<file path="config.mk">
export PLATFORM = sky130hd
export DESIGN_NAME = dc_pred_uv_flat
export DESIGN_NICKNAME = d
export VERILOG_FILES = /design/src/hw/pred_geom_pkg.sv /design/src/hw/pred_ctrl_pkg.sv /design/src/hw/pred_edge_if.sv /design/src/hw/dc_pred_uv.sv /design/src/flat_wrapper.sv
export SDC_FILE = /design/constraint.sdc
export NUM_CORES = 1
export LEC_CHECK = 0
export ABC_AREA = 1
export BUFFER_PORTS_ARGS = -buffer_cell sky130_fd_sc_hd__buf_2
export CAP_MARGIN = 20
export CELL_PAD_IN_SITES_DETAIL_PLACEMENT = 1
export CELL_PAD_IN_SITES_GLOBAL_PLACEMENT = 1
export CORE_MARGIN = 3
export CORE_UTILIZATION = 31
export CTS_BUF_LIST = sky130_fd_sc_hd__clkbuf_8
export DETAILED_ROUTE_END_ITERATION = 16
export GPL_TIMING_DRIVEN = 0
export HOLD_SLACK_MARGIN = 0.15
export PLACE_DENSITY = 0.81
export SYNTH_ARGS = -nofsm -noshare
export SYNTH_HDL_FRONTEND = slang
export SYNTH_SLANG_ARGS = --single-unit
</file>
<file path="constraint.sdc">
create_clock -name clk -period 4.2 [get_ports clk]
set_input_delay 0.21 -clock clk [delete_from_list [all_inputs] [get_ports clk]]
set_output_delay 0.21 -clock clk [all_outputs]
set_load 0.02 [all_outputs]
</file>
<file path="src/hw/pred_geom_pkg.sv">
/*
 * Chroma predictor geometry
 * Pixel, edge and block widths, block coordinate width and the
 * constants of the DC engine
 */
package pred_geom_pkg;

    // ----------------------------------------
    // Pixel and block size
    // ----------------------------------------
    localparam int PIX_W = 8;
    localparam int BLK = 8;

    // One packed edge, byte i is pixel i
    localparam int EDGE_W = BLK * PIX_W;

    // One packed 8x8 plane, row major
    localparam int BLOCK_W = BLK * BLK * PIX_W;

    // Block coordinates in units of blocks
    localparam int POS_W = 10;

    // ----------------------------------------
    // DC engine
    // ----------------------------------------
    // Sixteen pixels plus rounding fit in PIX_W + 5 bits
    localparam int SUM_W = PIX_W + 5;
    localparam int DC_SHIFT = 4;
    localparam int DC_DEFAULT = 128;

endpackage

</file>
<file path="src/hw/pred_ctrl_pkg.sv">
/*
 * Chroma predictor control types
 * Prediction mode encoding and the states of the DC engine and
 * of the request controller
 */
package pred_ctrl_pkg;

    // Mode encoding as seen on mode_i
    typedef enum logic [1:0] {
        MODE_DC = 2'd0,
        MODE_TM = 2'd1,
        MODE_V  = 2'd2,
        MODE_H  = 2'd3
    } pred_mode_e;

    // DC engine, one path state per edge availability
    typedef enum logic [2:0] {
        DC_IDLE,
        DC_BOTH,
        DC_TOP,
        DC_LEFT,
        DC_NONE,
        DC_ROUND
    } dc_state_e;

    typedef enum logic [1:0] {
        CT_IDLE,
        CT_WAIT_DC,
        CT_EMIT
    } ctrl_state_e;

endpackage

</file>
<file path="src/hw/pred_edge_if.sv">
/*
 * Neighbour edge bundle
 * Top row, left column and corner pixel of the U and V planes
 */
`timescale 1ns/100ps

interface pred_edge_if;

    // Byte c of a top edge is column c
    logic [pred_geom_pkg::EDGE_W-1:0] top_u;
    logic [pred_geom_pkg::EDGE_W-1:0] top_v;

    // Byte r of a left edge is row r
    logic [pred_geom_pkg::EDGE_W-1:0] left_u;
    logic [pred_geom_pkg::EDGE_W-1:0] left_v;

    // Pixel above and left of the block
    logic [pred_geom_pkg::PIX_W-1:0]  corner_u;
    logic [pred_geom_pkg::PIX_W-1:0]  corner_v;

    modport src (
        output top_u, top_v, left_u, left_v, corner_u, corner_v
    );

    modport dst (
        input  top_u, top_v, left_u, left_v, corner_u, corner_v
    );

endinterface

</file>
<file path="src/hw/dc_pred_uv.sv">
/*
 * Chroma DC engine
 * Walks the available edges one pixel per cycle for U and V, then
 * rounds each sum to a single DC value. A lone edge counts twice,
 * no edge gives the mid-grey default.
 */
`timescale 1ns/100ps

module dc_pred_uv (
    input  logic                              clk,
    input  logic                              rst_n,
    input  logic                              start_i,
    input  logic [pred_geom_pkg::POS_W-1:0]   x_i,
    input  logic [pred_geom_pkg::POS_W-1:0]   y_i,
    pred_edge_if.dst                          edge_if,
    output logic [pred_geom_pkg::PIX_W-1:0]   dc_u_o,
    output logic [pred_geom_pkg::PIX_W-1:0]   dc_v_o,
    output logic                              done_o
);

    typedef logic [pred_geom_pkg::PIX_W-1:0] pix_t;
    typedef logic [pred_geom_pkg::SUM_W-1:0] sum_t;

    pred_ctrl_pkg::dc_state_e state_q;
    pred_ctrl_pkg::dc_state_e state_d;
    logic [3:0] cnt_q;
    sum_t       sum_u_q;
    sum_t       sum_v_q;
    sum_t       add_u;
    sum_t       add_v;
    pix_t       top_u;
    pix_t       top_v;
    pix_t       left_u;
    pix_t       left_v;

    // Add half an LSB of the result before the shift
    function automatic pix_t round_dc(input sum_t sum);
        sum_t rnd;
        rnd = sum_t'(1 << (pred_geom_pkg::DC_SHIFT - 1));
        return pix_t'((sum + rnd) >> pred_geom_pkg::DC_SHIFT);
    endfunction

    // Edge pixels at the current walk position
    assign top_u  = edge_if.top_u[cnt_q[2:0]*pred_geom_pkg::PIX_W +: pred_geom_pkg::PIX_W];
    assign top_v  = edge_if.top_v[cnt_q[2:0]*pred_geom_pkg::PIX_W +: pred_geom_pkg::PIX_W];
    assign left_u = edge_if.left_u[cnt_q[2:0]*pred_geom_pkg::PIX_W +: pred_geom_pkg::PIX_W];
    assign left_v = edge_if.left_v[cnt_q[2:0]*pred_geom_pkg::PIX_W +: pred_geom_pkg::PIX_W];

    // ----------------------------------------
    // Path selection
    // ----------------------------------------
    always_comb begin
        state_d = state_q;
        case (state_q)
            pred_ctrl_pkg::DC_IDLE: begin
                if (start_i) begin
                    if (x_i != '0 && y_i != '0) begin
                        state_d = pred_ctrl_pkg::DC_BOTH;
                    end else if (x_i != '0) begin
                        state_d = pred_ctrl_pkg::DC_LEFT;
                    end else if (y_i != '0) begin
                        state_d = pred_ctrl_pkg::DC_TOP;
                    end else begin
                        state_d = pred_ctrl_pkg::DC_NONE;
                    end
                end
            end
            pred_ctrl_pkg::DC_BOTH, pred_ctrl_pkg::DC_TOP, pred_ctrl_pkg::DC_LEFT: begin
                if (cnt_q == 4'(pred_geom_pkg::BLK - 1)) begin
                    state_d = pred_ctrl_pkg::DC_ROUND;
                end
            end
            pred_ctrl_pkg::DC_NONE:  state_d = pred_ctrl_pkg::DC_ROUND;
            pred_ctrl_pkg::DC_ROUND: state_d = pred_ctrl_pkg::DC_IDLE;
            default:                 state_d = pred_ctrl_pkg::DC_IDLE;
        endcase
    end

    // Per-cycle addend, a single edge is weighted by two
    always_comb begin
        add_u = '0;
        add_v = '0;
        case (state_q)
            pred_ctrl_pkg::DC_BOTH: begin
                add_u = sum_t'(top_u) + sum_t'(left_u);
                add_v = sum_t'(top_v) + sum_t'(left_v);
            end
            pred_ctrl_pkg::DC_TOP: begin
                add_u = sum_t'(top_u) << 1;
                add_v = sum_t'(top_v) << 1;
            end
            pred_ctrl_pkg::DC_LEFT: begin
                add_u = sum_t'(left_u) << 1;
                add_v = sum_t'(left_v) << 1;
            end
            default: ;
        endcase
    end

    // ----------------------------------------
    // Control and results
    // ----------------------------------------
    always_ff @(posedge clk or negedge rst_n) begin
        if (!rst_n) begin
            state_q <= pred_ctrl_pkg::DC_IDLE;
            cnt_q   <= '0;
            done_o  <= 1'b0;
            dc_u_o  <= '0;
            dc_v_o  <= '0;
        end else begin
            state_q <= state_d;
            done_o  <= (state_q == pred_ctrl_pkg::DC_ROUND);
            if (state_q == pred_ctrl_pkg::DC_IDLE) begin
                cnt_q <= '0;
            end else begin
                cnt_q <= cnt_q + 4'd1;
            end
            if (state_q == pred_ctrl_pkg::DC_ROUND) begin
                dc_u_o <= round_dc(sum_u_q);
                dc_v_o <= round_dc(sum_v_q);
            end
        end
    end

    // Accumulators, cleared while idle
    always_ff @(posedge clk) begin
        if (state_q == pred_ctrl_pkg::DC_IDLE) begin
            sum_u_q <= '0;
            sum_v_q <= '0;
        end else if (state_q == pred_ctrl_pkg::DC_NONE) begin
            sum_u_q <= sum_t'(pred_geom_pkg::DC_DEFAULT << pred_geom_pkg::DC_SHIFT);
            sum_v_q <= sum_t'(pred_geom_pkg::DC_DEFAULT << pred_geom_pkg::DC_SHIFT);
        end else begin
            sum_u_q <= sum_u_q + add_u;
            sum_v_q <= sum_v_q + add_v;
        end
    end

endmodule

</file>
<file path="src/flat_wrapper.sv">
// flat-port wrapper written by rule: the top's interface ports become plain ports
module dc_pred_uv_flat 
  (clk, rst_n, start_i, x_i, y_i, dc_u_o, dc_v_o, done_o, edge_if_top_u, edge_if_top_v, edge_if_left_u, edge_if_left_v, edge_if_corner_u, edge_if_corner_v);
  pred_edge_if edge_if_i ();
  input  logic clk;
  input  logic rst_n;
  input  logic start_i;
  input  logic [pred_geom_pkg::POS_W-1:0] x_i;
  input  logic [pred_geom_pkg::POS_W-1:0] y_i;
  output logic [pred_geom_pkg::PIX_W-1:0] dc_u_o;
  output logic [pred_geom_pkg::PIX_W-1:0] dc_v_o;
  output logic done_o;
  input wire logic [$bits(edge_if_i.top_u)-1:0] edge_if_top_u;
  input wire logic [$bits(edge_if_i.top_v)-1:0] edge_if_top_v;
  input wire logic [$bits(edge_if_i.left_u)-1:0] edge_if_left_u;
  input wire logic [$bits(edge_if_i.left_v)-1:0] edge_if_left_v;
  input wire logic [$bits(edge_if_i.corner_u)-1:0] edge_if_corner_u;
  input wire logic [$bits(edge_if_i.corner_v)-1:0] edge_if_corner_v;
  assign edge_if_i.top_u = edge_if_top_u;
  assign edge_if_i.top_v = edge_if_top_v;
  assign edge_if_i.left_u = edge_if_left_u;
  assign edge_if_i.left_v = edge_if_left_v;
  assign edge_if_i.corner_u = edge_if_corner_u;
  assign edge_if_i.corner_v = edge_if_corner_v;
  dc_pred_uv u_core (.clk(clk), .rst_n(rst_n), .start_i(start_i), .x_i(x_i), .y_i(y_i), .edge_if(edge_if_i), .dc_u_o(dc_u_o), .dc_v_o(dc_v_o), .done_o(done_o));
endmodule
</file>
==> metrics <==
worst hold endpoint u_core.state_q[0]$_DFFE_PN0P_; nets@finish between 1500 and 2000; Pins Over Slew Limit 0; Synth area leader nor2_1; Clock Latency Late Sink 310 ps; ys flop type dfxtp_1; synthesized area approximately 6300 sq um; final hold viol count 0; Syn Inst Count about 1100; total global-route track usage between 20% and 30%; vias post-DR 8671; WL final 32.0 mm; antenna violations before repair 7; Hold WC Path Type input pin to flop; Levels on crit path 26; first-pass GRT wire length ~48 mm; Critical Path Most Common Cell nand2_1; fin util between 40 and 50%; Max Clk Rate ~0.25 GHz; Routed Antenna Nets 0; worst reg-to-reg path cell count 26; Synth top cells by count nor2_1 (302), nand2_1 (189), o21ai_0 (103); placement row count between 50 and 60; initial DRC count between 400 and 500; WP data arrival between 4000 and 5000 ps; WP data required around 4400 ps; vias in the first global route between 8000 and 9000; HP Start x_i[8]; CTS buffer count 5; initial core utilization roughly a third; die height ~150 um; #FFs+latches synth 48; clock skew about 5.8 ps; Worst setup SP type flop; Top Ports around 310; GRT Residual Overflow 0; Hold Worst Slack a little over 300 ps; Placeable Area roughly 20000 sq um; I/O Buffers between 200 and 300; Root Driver clkbuf_8; Setup WS pre-CTS -116 ps; hpwl dp ~27 mm; vias per inst 5.19; outcome finished, final reports clean; clk slew on worst S/H paths approximately 90 ps; slew margin rel. 60.3%; Max-Cap Viols 0; TritonCTS clock tree yes; Finished Cell Area between 8000 and 9000 sq um; Area Overhead vs Synth 33.8%; share of cells above drive strength 1 about 29%; worst hold path depth 5; FF-to-FF Start u_core.cnt_q[0]$_DFF_PN0_; RSZ-0062 raised after global routing yes; Synth async-reset ratio roughly 50%; CP top delay family simple AND/OR/NAND/NOR gates; Max Buffers Root-to-Sink 2; fin crit share a little over nine tenths; crit-path max FO 10; drt first pass iters 4; Post-Place Cell Area approximately 8000 sq um; reg-to-reg endpoint u_core.sum_u_q[11]$_SDFF_PP0_; count leader, synth nor2_1; synth top area cells nor2_1 (18%), nand2_1 (11%), dfrtp_1 (9.6%); Yosys warning total 0; CP max stage delay 430 ps; Seq/Total Area, Yosys between 15 and 20%; Synth top area share 18.1%; final setup fails 0; Post-synth EDFFs 0; Buf/Inv on CP 7; Die W 148 um; critical path type flop to flop; synthesized area per cell roughly 5.7 sq um; min Tclk post-route roughly 4100 ps; # H-tree levels 2; Critical Path Sink Type flop; final worst setup slack roughly 130 ps; syn_nets around 1400; Slowest cell on crit path dfrtp_1; largest net degree at the start of global routing 25; clock tree sinks 48; GPL Wtd Cong approximately 0.96; actual slew at the worst max-slew pin 596 ps; DR WL/cell roughly 19 um; R2R Setup Slk between 100 and 150 ps; drt drc 0; Cell variety after synth 36; full die area 21900 sq um
kinds of logic after synthesis:
family / Yosys count / synth area share, %
simple gates: 602 / 39.1
flops: 48 / 17.3
fa+ha+maj: 42 / 8.87
compound gates: 261 / 23.1
xor+xnor: 12 / 1.68
buf+inv: 128 / 9.99
final cells by class:
type | count | area, sq um
Timing Repair Buffer | 298 | 1500
Clock inverter | 3 | 38.8
Buffer | 59 | 383
Inverter | 69 | 259
Fill cell | 2814 | 11300
Clock buffer | 5 | 68.8
Tap cell | 265 | 332
Multi-Input combinational cell | 917 | 4690
Antenna cell | 7 | 17.5
Sequential cell | 48 | 1080
flip-flops by register name, summed over array words and instances, names as in the netlist:
name and flops:
u_core.cnt_q 4, u_core.dc_u_o 8, u_core.dc_v_o 8, u_core.done_o 1, u_core.state_q 3, u_core.sum_u_q 12, u_core.sum_v_q 12
metrics by stage:
step | instances | setup TNS [ps]
2_1_floorplan | 1093 | 0
3_3_place_gp | 1653 | 0
3_5_place_dp | 1653 | -210
4_1_cts | 1662 | 0
5_1_grt | 1670 | -404
6_report | 1671 | 0
worst max-delay path by stage:
stage	slack, ps	end	start
3_3_place_gp	10	u_core.sum_v_q[11]$_SDFF_PP0_	u_core.cnt_q[0]$_DFF_PN0_
4_1_cts	30	u_core.sum_v_q[11]$_SDFF_PP0_	u_core.cnt_q[0]$_DFF_PN0_
6_report	130	u_core.sum_u_q[11]$_SDFF_PP0_	u_core.cnt_q[0]$_DFF_PN0_
5_1_grt	-90	u_core.sum_v_q[11]$_SDFF_PP0_	u_core.cnt_q[0]$_DFF_PN0_
3_5_place_dp	-120	u_core.sum_v_q[11]$_SDFF_PP0_	u_core.cnt_q[0]$_DFF_PN0_
2_1_floorplan	840	u_core.sum_v_q[11]$_SDFF_PP0_	u_core.cnt_q[0]$_DFF_PN0_
per-layer routing:
metal | part of all wire, % | global-route usage (%) | vias to the layer above
met5 | 0 | 0 | -
met4 | 2.3 | 6.56 | 0
met3 | 6.4 | 3.87 | 46
met2 | 49 | 49.2 | 309
met1 | 43 | 35.0 | 4099
li1 | - | - | 4217
what timing repair did:
| action | in CTS | in global routing |
|---|---|---|
| pin swaps | 0 | 6 |
| endpoints found under the hold margin | 24 | 0 |
| endpoints found under the setup margin | 4 | 16 |
| resized for setup | 5 | 37 |
| hold buffers | 1 | 0 |
| buffers inserted | 0 | 2 |
tightest hold or removal path: stages:
cell,delay [ps]
buf_2,80
nor4_1,40
nand4_1,90
nand2_1,60
a21oi_1,110
placed cells by master (no fill, tap or decap), types with 7 or more instances in the layout:
master,count
xor2_1,7
o21a_1,32
nor2_1,300
ha_1,32
diode_2,7
a21oi_1,45
buf_6,11
buf_4,9
dfrtp_1,24
dfxtp_1,24
o21ai_0,98
nand2_1,187
o21ai_1,59
o211ai_1,14
inv_2,7
buf_2,325
nand3_1,84
inv_1,63
Power is left out: the tool's default activity adds up to more than one toggle a clock period on the data nets, which glitch-free logic cannot reach.
